==> config.mk <==
export PLATFORM = sky130hd
export DESIGN_NAME = noc_endpoint_top
export DESIGN_NICKNAME = d
export VERILOG_FILES = /design/src/noc_pkg.sv /design/src/core_flit_serializer.sv /design/src/flit_deserializer.sv /design/src/flit_fifo.sv /design/src/noc_endpoint_top.sv
export SDC_FILE = /design/constraint.sdc
export NUM_CORES = 1
export LEC_CHECK = 0
export CORE_ASPECT_RATIO = 2
export CORE_MARGIN = 2
export CORE_UTILIZATION = 48
export DETAILED_ROUTE_END_ITERATION = 7
export DONT_BUFFER_PORTS = 1
export MAX_ROUTING_LAYER = met4
export PLACE_DENSITY = 0.62
export RECOVER_POWER = 25
export REMOVE_ABC_BUFFERS = 1
export SLEW_MARGIN = 20
export SYNTH_ARGS = -nofsm -noshare
export SYNTH_HDL_FRONTEND = slang
export SYNTH_HIERARCHICAL = 1
export SYNTH_SLANG_ARGS = --single-unit
export TNS_END_PERCENT = 5
==> constraint.sdc <==
create_clock -name clk -period 4.5 [get_ports clk]
set_input_delay 0.45 -clock clk [delete_from_list [all_inputs] [get_ports clk]]
set_output_delay 0.45 -clock clk [all_outputs]
set_load 0.02 [all_outputs]
==> src/noc_pkg.sv <==
package noc_pkg;

	//////////////////////////////////////////////////
	// core word, msb first
	//
	//	   10      8      24
	//	[ route | code | data ]
	//
	// only the low 30 bits travel over the link,
	// the top two code bits are dropped
	//////////////////////////////////////////////////

	localparam int route_w = 10; // route field
	localparam int code_w = 8; // code field
	localparam int data_w = 24; // core data field
	localparam int core_word_w = route_w + code_w + data_w; // 42
	localparam int payload_w = 30; // routed part of a word

	//////////////////////////////////////////////////
	// flits
	//
	//	header: [ tail | route ]
	//	data:   [ tail | slice ]
	//////////////////////////////////////////////////

	localparam int flit_w = 11; // tail above a 10 bit body
	localparam int tail_bit = flit_w - 1;
	localparam int flits_per_word = 3; // data flits per core word
	localparam int slice_w = payload_w / flits_per_word; // body bits per data flit

	localparam int fifo_depth = 8; // link buffer, power of two

	typedef logic [core_word_w-1:0] core_word_t;
	typedef logic [route_w-1:0] route_t;
	typedef logic [payload_w-1:0] payload_t;
	typedef logic [flit_w-1:0] flit_t;

	// serializer fsm
	typedef enum logic [2:0] {
		ser_idle,
		ser_header, // header flit out
		ser_data1, // top slice, core word acked here
		ser_data2,
		ser_data3 // last slice, tail decided here
	} ser_state_t;

	// deserializer fsm
	typedef enum logic [2:0] {
		des_header, // expecting a header flit
		des_data1,
		des_data2,
		des_data3,
		des_hold // word on the rx port
	} des_state_t;

endpackage

==> src/core_flit_serializer.sv <==
`timescale 1ns/1ns

// core words in, router flits out
// one header per run of words with the same route
module core_flit_serializer (
	input logic clk,
	input logic reset,
	input logic core_valid,
	input noc_pkg::core_word_t core_data,
	output logic core_ack,
	input logic fifo_full,
	output logic flit_wr,
	output noc_pkg::flit_t flit_data
);

	localparam int slice_w = noc_pkg::slice_w;
	localparam int route_w = noc_pkg::route_w;
	localparam int payload_w = noc_pkg::payload_w;

	noc_pkg::ser_state_t state_q; // current state
	noc_pkg::ser_state_t state_d;

	noc_pkg::route_t header_route_q; // route of the open packet
	noc_pkg::payload_t payload_q; // word being sliced

	noc_pkg::route_t in_route; // route of the word on the core port
	logic same_route; // incoming word can join the open packet
	logic capture; // take the core word into the slice regs

	//////////////////////////////////////////////////
	// input decode
	//////////////////////////////////////////////////

	assign in_route = core_data[noc_pkg::core_word_w-1 -: route_w]; // top 10 bits
	assign same_route = core_valid && (in_route == header_route_q);

	// idle: any valid word, data3: only when the last flit leaves
	assign capture = core_valid &&
		((state_q == noc_pkg::ser_idle) ||
		((state_q == noc_pkg::ser_data3) && !fifo_full));

	//////////////////////////////////////////////////
	// next state
	//////////////////////////////////////////////////

	always_comb begin
		state_d = state_q; // stall holds by default
		case (state_q)
			noc_pkg::ser_idle: begin
				if (core_valid && !fifo_full)
					state_d = noc_pkg::ser_header;
			end
			noc_pkg::ser_header: begin
				if (!fifo_full)
					state_d = noc_pkg::ser_data1;
			end
			noc_pkg::ser_data1: begin
				if (!fifo_full)
					state_d = noc_pkg::ser_data2;
			end
			noc_pkg::ser_data2: begin
				if (!fifo_full)
					state_d = noc_pkg::ser_data3;
			end
			noc_pkg::ser_data3: begin
				if (!fifo_full) begin
					if (!core_valid)
						state_d = noc_pkg::ser_idle; // packet closed, nothing waiting
					else if (same_route)
						state_d = noc_pkg::ser_data1; // append, no header
					else
						state_d = noc_pkg::ser_header; // new packet
				end
			end
			default: state_d = noc_pkg::ser_idle;
		endcase
	end

	always_ff @(posedge clk) begin
		if (reset)
			state_q <= noc_pkg::ser_idle;
		else
			state_q <= state_d;
	end

	// slice registers
	always_ff @(posedge clk) begin
		if (capture) begin
			header_route_q <= in_route;
			payload_q <= core_data[payload_w-1:0]; // code bits above 29 dropped
		end
	end

	//////////////////////////////////////////////////
	// flit output
	//////////////////////////////////////////////////

	assign flit_wr = (state_q != noc_pkg::ser_idle) && !fifo_full;
	assign core_ack = (state_q == noc_pkg::ser_data1) && !fifo_full; // word already latched

	always_comb begin
		case (state_q)
			noc_pkg::ser_header:
				flit_data = {1'b0, header_route_q};
			noc_pkg::ser_data1:
				flit_data = {1'b0, payload_q[payload_w-1 -: slice_w]}; // bits 29:20
			noc_pkg::ser_data2:
				flit_data = {1'b0, payload_q[payload_w-slice_w-1 -: slice_w]}; // bits 19:10
			noc_pkg::ser_data3:
				flit_data = {!same_route, payload_q[slice_w-1:0]}; // tail unless merging
			default:
				flit_data = '0; // idle
		endcase
	end

endmodule

==> src/flit_deserializer.sv <==
`timescale 1ns/1ns

// flits from the link fifo back into route + payload words
module flit_deserializer (
	input logic clk,
	input logic reset,
	input logic fifo_empty,
	input noc_pkg::flit_t fifo_q,
	output logic fifo_rd,
	output logic rx_valid,
	output noc_pkg::route_t rx_route,
	output noc_pkg::payload_t rx_payload,
	input logic rx_ready
);

	localparam int slice_w = noc_pkg::slice_w;
	localparam int payload_w = noc_pkg::payload_w;
	localparam int route_w = noc_pkg::route_w;

	noc_pkg::des_state_t state_q;
	noc_pkg::des_state_t state_d;

	noc_pkg::route_t route_q; // from the last header
	noc_pkg::payload_t payload_q; // shift register, top slice first
	logic tail_q; // tail seen on the last data flit

	logic pop; // flit taken this cycle
	logic in_data; // one of the three data states

	//////////////////////////////////////////////////
	// fifo read side
	//////////////////////////////////////////////////

	assign pop = !fifo_empty && (state_q != noc_pkg::des_hold);
	assign fifo_rd = pop;

	assign in_data = (state_q == noc_pkg::des_data1) ||
		(state_q == noc_pkg::des_data2) ||
		(state_q == noc_pkg::des_data3);

	//////////////////////////////////////////////////
	// next state
	//////////////////////////////////////////////////

	always_comb begin
		state_d = state_q;
		case (state_q)
			noc_pkg::des_header: if (pop) state_d = noc_pkg::des_data1;
			noc_pkg::des_data1: if (pop) state_d = noc_pkg::des_data2;
			noc_pkg::des_data2: if (pop) state_d = noc_pkg::des_data3;
			noc_pkg::des_data3: if (pop) state_d = noc_pkg::des_hold; // word complete
			noc_pkg::des_hold: begin
				if (rx_ready) // handed off
					state_d = tail_q ? noc_pkg::des_header : noc_pkg::des_data1;
			end
			default: state_d = noc_pkg::des_header;
		endcase
	end

	always_ff @(posedge clk) begin
		if (reset) begin
			state_q <= noc_pkg::des_header; // first flit is a header
			tail_q <= 1'b1;
		end else begin
			state_q <= state_d;
			if (pop && (state_q == noc_pkg::des_data3))
				tail_q <= fifo_q[noc_pkg::tail_bit];
		end
	end

	//////////////////////////////////////////////////
	// route and payload capture
	//////////////////////////////////////////////////

	always_ff @(posedge clk) begin
		if (pop && (state_q == noc_pkg::des_header))
			route_q <= fifo_q[route_w-1:0]; // header body is the route
		if (pop && in_data)
			payload_q <= {payload_q[payload_w-slice_w-1:0], fifo_q[slice_w-1:0]};
	end

	// rx port, held steady through des_hold
	assign rx_valid = (state_q == noc_pkg::des_hold);
	assign rx_route = route_q;
	assign rx_payload = payload_q;

endmodule

==> src/flit_fifo.sv <==
`timescale 1ns/1ns

// link buffer between serializer and deserializer
// show-ahead read, head flit sits on rd_data
module flit_fifo (
	input logic clk,
	input logic reset,
	input logic wr,
	input noc_pkg::flit_t wr_data,
	output logic full,
	input logic rd,
	output noc_pkg::flit_t rd_data,
	output logic empty
);

	localparam int depth = noc_pkg::fifo_depth;
	localparam int addr_w = $clog2(depth);
	localparam int count_w = $clog2(depth + 1); // holds 0..depth

	noc_pkg::flit_t mem [depth]; // storage, no reset

	logic [addr_w-1:0] wr_ptr; // next slot to write
	logic [addr_w-1:0] rd_ptr; // head slot
	logic [count_w-1:0] count; // occupancy

	logic do_wr; // accepted write
	logic do_rd; // accepted read

	//////////////////////////////////////////////////
	// flags and qualified requests
	//////////////////////////////////////////////////

	assign full = (count == count_w'(depth));
	assign empty = (count == '0);

	assign do_wr = wr && !full; // overflow dropped
	assign do_rd = rd && !empty; // underflow ignored

	assign rd_data = mem[rd_ptr];

	//////////////////////////////////////////////////
	// storage and pointers
	//////////////////////////////////////////////////

	always_ff @(posedge clk) begin
		if (do_wr)
			mem[wr_ptr] <= wr_data;
	end

	always_ff @(posedge clk) begin
		if (reset) begin
			wr_ptr <= '0;
			rd_ptr <= '0;
			count <= '0;
		end else begin
			if (do_wr)
				wr_ptr <= wr_ptr + 1'b1; // wraps, depth is a power of two
			if (do_rd)
				rd_ptr <= rd_ptr + 1'b1;
			case ({do_wr, do_rd})
				2'b10: count <= count + 1'b1;
				2'b01: count <= count - 1'b1;
				default: count <= count; // none, or both at once
			endcase
		end
	end

endmodule

==> src/noc_endpoint_top.sv <==
`timescale 1ns/1ns

// endpoint transmit and receive path
// serializer -> flit fifo (link stand-in) -> deserializer
module noc_endpoint_top (
	input logic clk,
	input logic reset,
	input logic core_valid,
	input noc_pkg::core_word_t core_data,
	output logic core_ack,
	output logic rx_valid,
	output noc_pkg::route_t rx_route,
	output noc_pkg::payload_t rx_payload,
	input logic rx_ready
);

	//////////////////////////////////////////////////
	// link nets
	//////////////////////////////////////////////////

	logic flit_wr; // serializer write request
	noc_pkg::flit_t flit_data; // flit into the fifo
	logic fifo_full; // back-pressure to the serializer
	logic fifo_rd; // deserializer pop
	noc_pkg::flit_t fifo_q; // head flit
	logic fifo_empty;

	core_flit_serializer u_ser (
		.clk (clk),
		.reset (reset),
		.core_valid (core_valid),
		.core_data (core_data),
		.core_ack (core_ack),
		.fifo_full (fifo_full),
		.flit_wr (flit_wr),
		.flit_data (flit_data)
	);

	flit_fifo u_fifo (
		.clk (clk),
		.reset (reset),
		.wr (flit_wr),
		.wr_data (flit_data),
		.full (fifo_full),
		.rd (fifo_rd),
		.rd_data (fifo_q),
		.empty (fifo_empty)
	);

	flit_deserializer u_des (
		.clk (clk),
		.reset (reset),
		.fifo_empty (fifo_empty),
		.fifo_q (fifo_q),
		.fifo_rd (fifo_rd),
		.rx_valid (rx_valid),
		.rx_route (rx_route),
		.rx_payload (rx_payload),
		.rx_ready (rx_ready) // stalls here fill the fifo
	);

endmodule

== Yosys cells after proc, flatten, opt, wreduce, memory -nomap -nowiden ==
Memories as Yosys holds them, arrays and structs flattened. A register that Yosys moved wholly into a read port is not among the register bits.
Index checks and enable logic that the tools add are counted.

* Register bits after elaboration: 97
* Latch bits: 0
* RAM bits: 88
* Memory bits (read-only): 0
* Input bits: 46
* Output and inout bits: 42
* Memories: 1

{| class="wikitable"
|+ Memory list
! memory !! words !! bits a word !! read ports !! clocked after memory_dff !! wr ports !! RTL line !! RTL
|-
| u_fifo.mem || 8 || 11 || 1 || 1 || 1 || flit_fifo.sv:20 || <nowiki>noc_pkg::flit_t mem [depth];</nowiki>
|}

* Add/sub/neg operators: 4
* Multipliers: 0
* Div/mod/pow operators: 0
* Magnitude comparators: 0
* Eq/ne operators: 23
* Shift operators: 0
* Mux-type cells: 21
* Bitwise logic cells: 0
* Reductions and logical operators: 25

{| class="wikitable"
|+ Operators by type and width
! operator !! number
|-
| $pmux W11 S4 || 1
|-
| $mux W3 || 13
|-
| $pmux W3 S5 || 2
|-
| $eq A3 B2 Y1 const B || 4
|-
| $logic_and A1 B1 Y1 || 12
|-
| $eq A10 B10 Y1 || 1
|-
| $ne A2 B1 Y1 const B || 5
|-
| $ne A2 B2 Y1 const B || 5
|-
| $reduce_and A5 Y1 || 2
|-
| $pmux W4 S2 || 1
|-
| $add A3 B1 Y3 const B || 2
|-
| $eq A3 B1 Y1 const B || 2
|-
| $eq A3 B3 Y1 const B || 2
|-
| $logic_not A3 Y1 || 2
|-
| $add A4 B1 Y4 const B || 1
|-
| $eq A4 B4 Y1 const B || 1
|-
| $logic_not A4 Y1 || 1
|-
| $sub A4 B1 Y4 const B || 1
|-
| $logic_not A1 Y1 || 3
|-
| $logic_or A1 B1 Y1 || 3
|-
| $mux W1 || 3
|-
| $ne A3 B3 Y1 const B || 1
|-
| $reduce_bool A3 Y1 || 1
|-
| $eq A2 B1 Y1 const B || 1
|-
| other kinds (3) || 3
|}

== Logic depth before layout (Yosys ltp) ==
Gate-level depths: netlist of run 1.

* Word-level depth: 6
* Mapped depth: 14
* Mapped depth without buffers: 11

== Hierarchy ==
The synthesis of run 1 kept the hierarchy.

{| class="wikitable"
|+ Modules (own cells, without submodules)
! module !! times used !! cells an instance !! area each (µm²)
|-
| flit_fifo || 1 || 200 || 4002.6
|-
| core_flit_serializer || 1 || 127 || 1841.8
|-
| flit_deserializer || 1 || 61 || 1391.3
|}

== Worst setup path after synthesis of run 1 ==
OpenSTA, ideal clock, no wires.

* Kind: flip-flop to flip-flop
* From: register u_fifo.count[0]
* To: register u_ser.header_route_q[0], enable pin
* Library setup time: 451 ps
* Arrival time: 2923 ps
* Data required time: 4049 ps
* Path slack: 1126 ps
* Stages on the path, launching flop included: 6
* Buffers on the path: 2
* Period minus slack after synthesis: 3374 ps
* Cell sequence: dfxtp_1 or4b_4 buf_6 inv_1 clkbuf_1 a21oi_1

* Longest elaborated chain between the ends: 5

{| class="wikitable"
|+ Ends and longest elaborated chain
! item !! RTL line !! RTL
|-
| start: declaration || flit_fifo.sv:24 || <nowiki>logic [count_w-1:0] count;</nowiki>
|-
| start signal: assignment || flit_fifo.sv:61 || <nowiki>2'b10: count <= count + 1'b1;</nowiki>
|-
| start signal: assignment || flit_fifo.sv:62 || <nowiki>2'b01: count <= count - 1'b1;</nowiki>
|-
| start signal: assignment || flit_fifo.sv:63 || <nowiki>default: count <= count;</nowiki>
|-
| $eq A4 B4 Y1 || flit_fifo.sv:33 || <nowiki>assign full = (count == count_w'(depth));</nowiki>
|-
| net fifo_full || noc_endpoint_top.sv:23 || <nowiki>logic fifo_full;</nowiki>
|-
| $logic_not A1 Y1 || core_flit_serializer.sv:40 || <nowiki>((state_q == noc_pkg::ser_data3) && !fifo_full));</nowiki>
|-
| $logic_and A1 B1 Y1 || core_flit_serializer.sv:40 ||
|-
| $logic_or A1 B1 Y1 || core_flit_serializer.sv:39 || <nowiki>((state_q == noc_pkg::ser_idle) ||</nowiki>
|-
| $logic_and A1 B1 Y1 || core_flit_serializer.sv:38 || <nowiki>assign capture = core_valid &&</nowiki>
|-
| net u_ser.capture || core_flit_serializer.sv:28 || <nowiki>logic capture;</nowiki>
|-
| end signal: assignment || core_flit_serializer.sv:89 || <nowiki>header_route_q <= in_route;</nowiki>
|-
| end: declaration || core_flit_serializer.sv:23 || <nowiki>noc_pkg::route_t header_route_q;</nowiki>
|}

The timed path passes the listed nets, and every way through them passes these cells.
A chain may end at the register's enable or synchronous reset.

== Worst setup path in the final report of run 1 ==
* From: register u_ser.state_q[2]
* To: register u_fifo.count[2]

* Longest elaborated chain between the ends: 5

{| class="wikitable"
|+ Ends and longest elaborated chain
! item !! RTL line !! RTL
|-
| start: declaration || core_flit_serializer.sv:20 || <nowiki>noc_pkg::ser_state_t state_q;</nowiki>
|-
| start signal: assignment || core_flit_serializer.sv:81 || <nowiki>state_q <= noc_pkg::ser_idle;</nowiki>
|-
| start signal: assignment || core_flit_serializer.sv:83 || <nowiki>state_q <= state_d;</nowiki>
|-
| $reduce_bool A3 Y1 * || core_flit_serializer.sv:98 || <nowiki>assign flit_wr = (state_q != noc_pkg::ser_idle) && !fifo_full;</nowiki>
|-
| $logic_and A1 B1 Y1 * || core_flit_serializer.sv:98 ||
|-
| net flit_wr || noc_endpoint_top.sv:21 || <nowiki>logic flit_wr;</nowiki>
|-
| $logic_and A1 B1 Y1 * || flit_fifo.sv:36 || <nowiki>assign do_wr = wr && !full;</nowiki>
|-
| $eq A2 B1 Y1 or $eq A2 B2 Y1 (tied branches) || flit_fifo.sv:60 || <nowiki>case ({do_wr, do_rd})</nowiki>
|-
| $pmux W4 S2 or $reduce_bool A2 Y1 (tied branches) || - ||
|}

The timed path passes the listed nets; every way through them passes the cells marked *.

==> flow_summary.toml, run 1 <==
[drt]
wl_met2_um = 6870
drt-met1-wl_um = 4640
wl_per_cell_um = 20.1
met3WireLength_um = 379
drc = 0
vias = 3314
drtIter0Drc = 156
first_pass_iters = 4
antenna_left = 0
via_per_inst = 5.46
drt_wl_total_um = 12200
top_layer_used = "met4"

[pwr]
pwr-share-clk_pct = 27.0
power_density_mw_per_mm2 = 686
swShare_pct = 31.4
switching_power_mw = 1.75
intPower_mw = 3.83
seqPwrFrac_pct = 50.9
comb_power_share_pct = 22.1
ir_drop_uv = 343
p_leak_nw = 2.63

[cts]
h-tree-depth = 4
clkLatencyLatePin_ns = 0.43
post_cts_resized = 0
cts.sinks = 188
ctsLongestPathBuffers = 2
cts_hold_buf = 0
cts_tree = "built"
cts_buffers = 17
clkTransAtPathRegs_ns = 0.07
cts_root_buf = "clkbuf_16"
cts_setup_buffers = 0

[die]
die_area_sq_mm = 0.0161
rows = 63
fp.dieW_um = 90.8
start_util_pct = 48.8
die_h_um = 178
io_pins = 88
core_area_sq_mm = 0.0148

[global_routing]
grt_usage_pct = 16.6
grt_pass1_wl_um = 19300
grt_overflow = 0
first_global_vias = 3580
antenna_found_initial = 0
grt_max_degree = 41

[sta]
grt_setup_unrepaired = "false"
relSlewSlack_pct = 28.2
setup_viol = 0
clock.fmax_mhz = 318
tightest_slew_ns = 1.07
hold_viol = 0
tns_ns = 0
hold_ws_ns = 0.0906
skew_ns = 0.00812
finalCritPeriodShare_pct = 69.9
drv_slew = 0
period_minus_slack_ns = 3.14

[yosys]
synth_cell_types = 49
synth_edf_count = 168
ys_seq_area_share_pct = 75.3
syn_area_sq_mm = 0.00724
async_flop_share_pct = 0
netlist_instances = 388
synth_seq_cells = 188
syn_avg_cell_area_sq_um = 18.6
ys_warn_count = 6
ys.flop_type = "edfxtp_1"

[setup_path]
cp_slowest_cell = "dfxtp_1"
critPathMaxFanout = 16
crit_path_frequent_cell = "a21oi_1"
path_cells = "inv_1, a21oi_1, nand2_8, ha_1, xor2_1, ha_1, a21oi_1, xor2_1, or3_1, a21oi_1"
cp.required_ns = 4.86
cp-end-kind = "flip-flop"
worst_r2r_path_depth = 10
cp.arrival_ns = 3.50
reg2reg_to = "u_fifo/count[2]$_SDFFE_PP0P_"
crit_path_max_incr_delay_ns = 0.73
start_kind = "flip-flop"
worstSetupPathType = "flip-flop to flip-flop"
r2r_slack_ns = 1.36
r2r_start = "u_ser/state_q[2]$_SDFFE_PP0P_"
crit_path_start = "u_ser/state_q[2]$_SDFFE_PP0P_"

[place]
dp_hpwl_um = 8130
gp_congestion = 0.754
place_area_sq_mm = 0.00749
port_buffers = 0

[worst_hold_path]
hp-class = "primary input to flip-flop"
hold_end = "u_fifo/wr_ptr[1]$_SDFFE_PP0P_"
holdPathStages = 1
hp-start = "reset"

[layout]
nFillCells = 1219
final_common_cell = "edfxtp_1"
final_cell_area_sq_mm = 0.00815
area_growth_pct = 12.6
nets = 450
utilization_pct = 55.0
layout-drive-gt1-share_pct = 25.2
most-common-layout-cells = "edfxtp_1, mux2_2, mux4_2"
num_antenna_cells = 0

[outcome]
status = "complete, no violations"

[flow_run]
drv_cap = 0
[how the worst max path moves through the flow]
stage / to / slack (ns) / cells after the start
final: u_fifo/count[2]$_SDFFE_PP0P_ / 1.36 / 10
after global routing: u_fifo/count[3]$_SDFFE_PP0P_ / 1.11 / 8
after CTS: u_fifo/count[2]$_SDFFE_PP0P_ / 1.36 / 10
after detailed placement: u_fifo/count[2]$_SDFFE_PP0P_ / 1.39 / 10
after global placement: u_fifo/count[3]$_SDFFE_PP0P_ / 1.50 / 9
after floorplan: u_ser/header_route_q[0]$_DFFE_PP_ / 1.18 / 2
[routing by layer]
metal / vias to the layer above / track usage, %
li1: 1551 / -
met1: 1664 / 17.1
met2: 87 / 30.0
met3: 12 / 3.61
met4: 0 / 7.51
met5: - / -
[power by group through the flow]
stage,logic (mW),clock network (mW),registers [mW]
2_1_floorplan,0.871,0,2.87
3_3_place_gp,1.19,0,2.87
3_5_place_dp,1.24,0,2.90
4_1_cts,1.24,1.55,2.86
5_1_grt,1.37,1.62,2.89
6_report,1.23,1.51,2.84
[cell type report]
type	count	area (sq um)	share of cell area, %
timing repair buffer	8	80.1	0.983
clock inverter	15	198	2.43
sequential	188	5450	66.9
multi-input combinational	181	1740	21.4
tap	195	244	3.00
inverter	3	11.3	0.138
clock buffer	17	425	5.22
[through the flow]
| step | power (mW) | std cells | setup WS [ns] |
|---|---|---|---|
| floorplan | 3.74 | 372 | 1.18 |
| global placement | 4.06 | 574 | 1.50 |
| detailed placement | 4.13 | 574 | 1.39 |
| CTS | 5.65 | 606 | 1.36 |
| global route | 5.88 | 607 | 1.11 |
| finish | 5.59 | 607 | 1.36 |
[kinds of logic (layout without fill, tap and decap cells)]
group,after synthesis,in the layout,share of synthesized area (%)
xor gates and xnor gates,20,20,2.52
adders and majority gates,5,5,0.865
DFF,188,188,75.3
and+or+nand+nor,70,70,5.53
AOI/OAI and AO/OA,37,37,3.34
muxes,49,49,11.0
buffers and inverters,19,43,1.49
[synthesized netlist by cell type (all sizes together) (8+ instances only)]
cell type / count / area share [%]
mux2: 24 / 3.7
a21oi: 8 / 0.61
nand2: 15 / 1.1
edfxtp: 168 / 70
xor2: 13 / 1.7
dfxtp: 20 / 5.5
nor2: 20 / 1.1
a22oi: 10 / 1.0
buf: 12 / 1.1
o21ai: 11 / 0.76
nor3: 10 / 0.76
mux4: 22 / 6.8
[sequential cells by signal, summed over array words and instances (netlist names), named ones only]
register,cells
u_des/rx_payload,30
u_des/rx_route,10
u_des/state_q,3
u_des/tail_q,1
u_fifo/count,4
u_fifo/mem,88
u_fifo/rd_ptr,3
u_fifo/wr_ptr,3
u_ser/header_route_q,10
u_ser/payload_q,30
u_ser/state_q,3
[worst max-delay path: cells and delay by family, from the launching register on]
kind,cells,cell delay (ns)
xor gates and xnor gates,2,0.27
buffers and inverters,1,0.21
adders and majority gates,2,0.53
AOI/OAI and AO/OA,3,0.87
and+or+nand+nor,2,0.48
DFF,1,0.73
(Power assumes the default switching activity.)
==> run 2, diff against run 1 <==
--- a/config.mk
+++ b/config.mk
@@ -5,13 +5,14 @@
 export SDC_FILE = /design/constraint.sdc
 export NUM_CORES = 1
 export LEC_CHECK = 0
+export ABC_AREA = 1
 export CORE_ASPECT_RATIO = 2
 export CORE_MARGIN = 2
 export CORE_UTILIZATION = 48
 export DETAILED_ROUTE_END_ITERATION = 7
 export DONT_BUFFER_PORTS = 1
 export MAX_ROUTING_LAYER = met4
-export PLACE_DENSITY = 0.62
+export PLACE_DENSITY = 0.64
 export RECOVER_POWER = 25
 export REMOVE_ABC_BUFFERS = 1
 export SLEW_MARGIN = 20
==> constraint.sdc (replaced) <==
create_clock -name clk -period 2.88 [get_ports clk]
set_input_delay 0.288 -clock clk [delete_from_list [all_inputs] [get_ports clk]]
set_output_delay 0.288 -clock clk [all_outputs]
set_load 0.02 [all_outputs]
==> flow_summary.toml, run 2 <==
[drt]
vias = 4432
drc = 0
drt_wl_total_um = 13900
antenna_left = 0
via_per_inst = 5.21
first_pass_iters = 5
drtIter0Drc = 256
wl_per_cell_um = 16.4

[sta]
skew_ns = 0.0112
tightest_slew_ns = 0.822
finalCritPeriodShare_pct = 83.3
grt_setup_unrepaired = "false"
setup_viol = 0
period_minus_slack_ns = 2.40
drv_slew = 0
relSlewSlack_pct = 45.1
clock.fmax_mhz = 417
setup_ws_ns = 0.482
hold_viol = 0
tns_ns = 0

[pwr]
power_density_mw_per_mm2 = 999
p_leak_nw = 3.13
power.total_mw = 8.70
ir_drop_uv = 674

[outcome]
status = "complete, no violations"

[setup_path]
worstSetupPathType = "flip-flop to flip-flop"
cp.required_ns = 3.19
start_kind = "flip-flop"
cp-end-kind = "flip-flop"
cp_slowest_cell = "dfxtp_1"
path_cells = "nor2_2, nand3_2, inv_1, a21oi_1, nand2_4, ha_1, nor2_1, nor2_2, ha_1, a21oi_1, xnor2_1, o21ai_0, inv_1"
critPathMaxFanout = 8
cp.arrival_ns = 2.71
crit_path_max_incr_delay_ns = 0.41

[yosys]
synthTopCellsByArea = "edfxtp_1, nand2_1, dfxtp_1"
syn_area_sq_mm = 0.00742
ys.flop_type = "edfxtp_1"
synth.top_cell.area_share_pct = 68.0
synth_cell_types = 41
yosys-top-cells-count = "edfxtp_1, nand2_1, nor2_1"
ys_warn_count = 6
yosysMostFrequentCell = "edfxtp_1"
synth_top_cell_by_area = "edfxtp_1"
async_flop_share_pct = 0
netlist_instances = 585
ys_seq_area_share_pct = 73.4
syn_avg_cell_area_sq_um = 12.7
synth_edf_count = 168
synth_seq_cells = 188

[layout]
regMostFlops = "u_fifo/mem"
final_cells = 851
area_growth_pct = 17.3
largest_reg_flops = 88
num_antenna_cells = 0
final_common_cell = "edfxtp_1"
layout-drive-gt1-share_pct = 10.4
nets = 691
most-common-layout-cells = "edfxtp_1, nand2_1, nor2_1"

[place]
gp_congestion = 0.817
numPlacedInstances = 778
dpl_worst_slack_ns = 0.518
port_buffers = 0
dp_hpwl_um = 9060

[cts]
h-tree-depth = 4
clkTransAtPathRegs_ns = 0.07
cts_root_buf = "clkbuf_16"
post_cts_resized = 0
cts_buffers = 17
cts.sinks = 188
cts_tree = "built"
ctsLongestPathBuffers = 2
clkLatencyLatePin_ns = 0.42

[die]
die_h_um = 180
start_util_pct = 48.8
rows = 64
io_pins = 88
die_area_sq_mm = 0.0165
fp.dieW_um = 91.9
core_area_sq_mm = 0.0152

[global_routing]
grt-busiest-layer = "met2"
use_met1_pct = 18.6
grt_pass1_wl_um = 22500
grt_max_degree = 45
use_met2_pct = 32.5
use_met3_pct = 3.19
grt_usage_pct = 18.1
grt_overflow = 0
antenna_found_initial = 0
first_global_vias = 4653

[worst_hold_path]
hp-class = "primary input to flip-flop"

[flow_run]
drv_cap = 0
[run 2: path summary, 6_finish.rpt]
path,slack (ns),from,cells past startpoint,endpoint
worst min-delay path,0.04,reset,3,u_fifo/count[3]$_SDFFE_PP0P_
worst max register to register,0.48,u_fifo/count[1]$_SDFFE_PP0P_,13,u_fifo/count[2]$_SDFFE_PP0P_
worst max-delay path,0.48,u_fifo/count[1]$_SDFFE_PP0P_,13,u_fifo/count[2]$_SDFFE_PP0P_
worst min register to register,0.50,u_fifo/rd_ptr[1]$_SDFFE_PP0P_,2,u_fifo/rd_ptr[1]$_SDFFE_PP0P_
[run 2: area by class of cell]
cell class,count,area (sq um)
Multi-Input combinational cell,334,1700
Inverter,45,171
Timing Repair Buffer,54,520
Sequential cell,188,5450
Fill cell,1247,6510
Clock inverter,15,198
Tap cell,198,248
Clock buffer,17,425
[run 2: where the power goes]
group,internal [mW],switching [mW]
combinational,0.613,1.28
sequential,3.82,0.616
clock,1.26,1.12
total,5.69,3.01
[run 2: routing by layer]
layer	wire length, um	share of wire, %	vias to the layer above
met5	0	0	-
met4	405	2.9	0
met3	611	4.4	35
met2	7780	56	155
met1	5130	37	2099
li1	-	-	2143
[run 2: critical path, delay by kind of cell (launching register included)]
kind | cells | cell delay [ns]
buffers and inverters | 2 | 0.19
adder cells (fa/ha/maj) | 2 | 0.44
flip-flops | 1 | 0.41
AND/OR/NAND/NOR | 5 | 0.54
XOR/XNOR | 1 | 0.10
AO/OA/AOI/OAI | 3 | 0.59
[run 2: stage by stage]
stage / utilization, % / area, sq um / hold slack [ns]
6_report: 57.2 / 8700 / 0.0352
4_1_cts: 57.2 / 8700 / 0.00540
3_5_place_dp: 50.4 / 7670 / 0.353
2_1_floorplan: - / 7300 / 0.350
5_1_grt: 57.2 / 8700 / 0.0338
3_3_place_gp: 50.4 / 7670 / 0.354
[run 2: timing repair]
item | 4_1_cts | 5_1_grt
setup buffers | 0 | 0
hold buffers | 41 | 0
endpoints found under the hold margin | 56 | 0
[run 2: cells by family (layout without fill, tap and decap cells)]
group,Yosys count,count (layout),synth area share [%]
buffers and inverters,63,131,3.91
and+or+nand+nor,223,223,12.9
adders and majority gates,5,5,0.843
xor gates and xnor gates,8,8,0.944
AOI/OAI and AO/OA,87,87,6.51
muxes,11,11,1.48
DFF,188,188,73.4
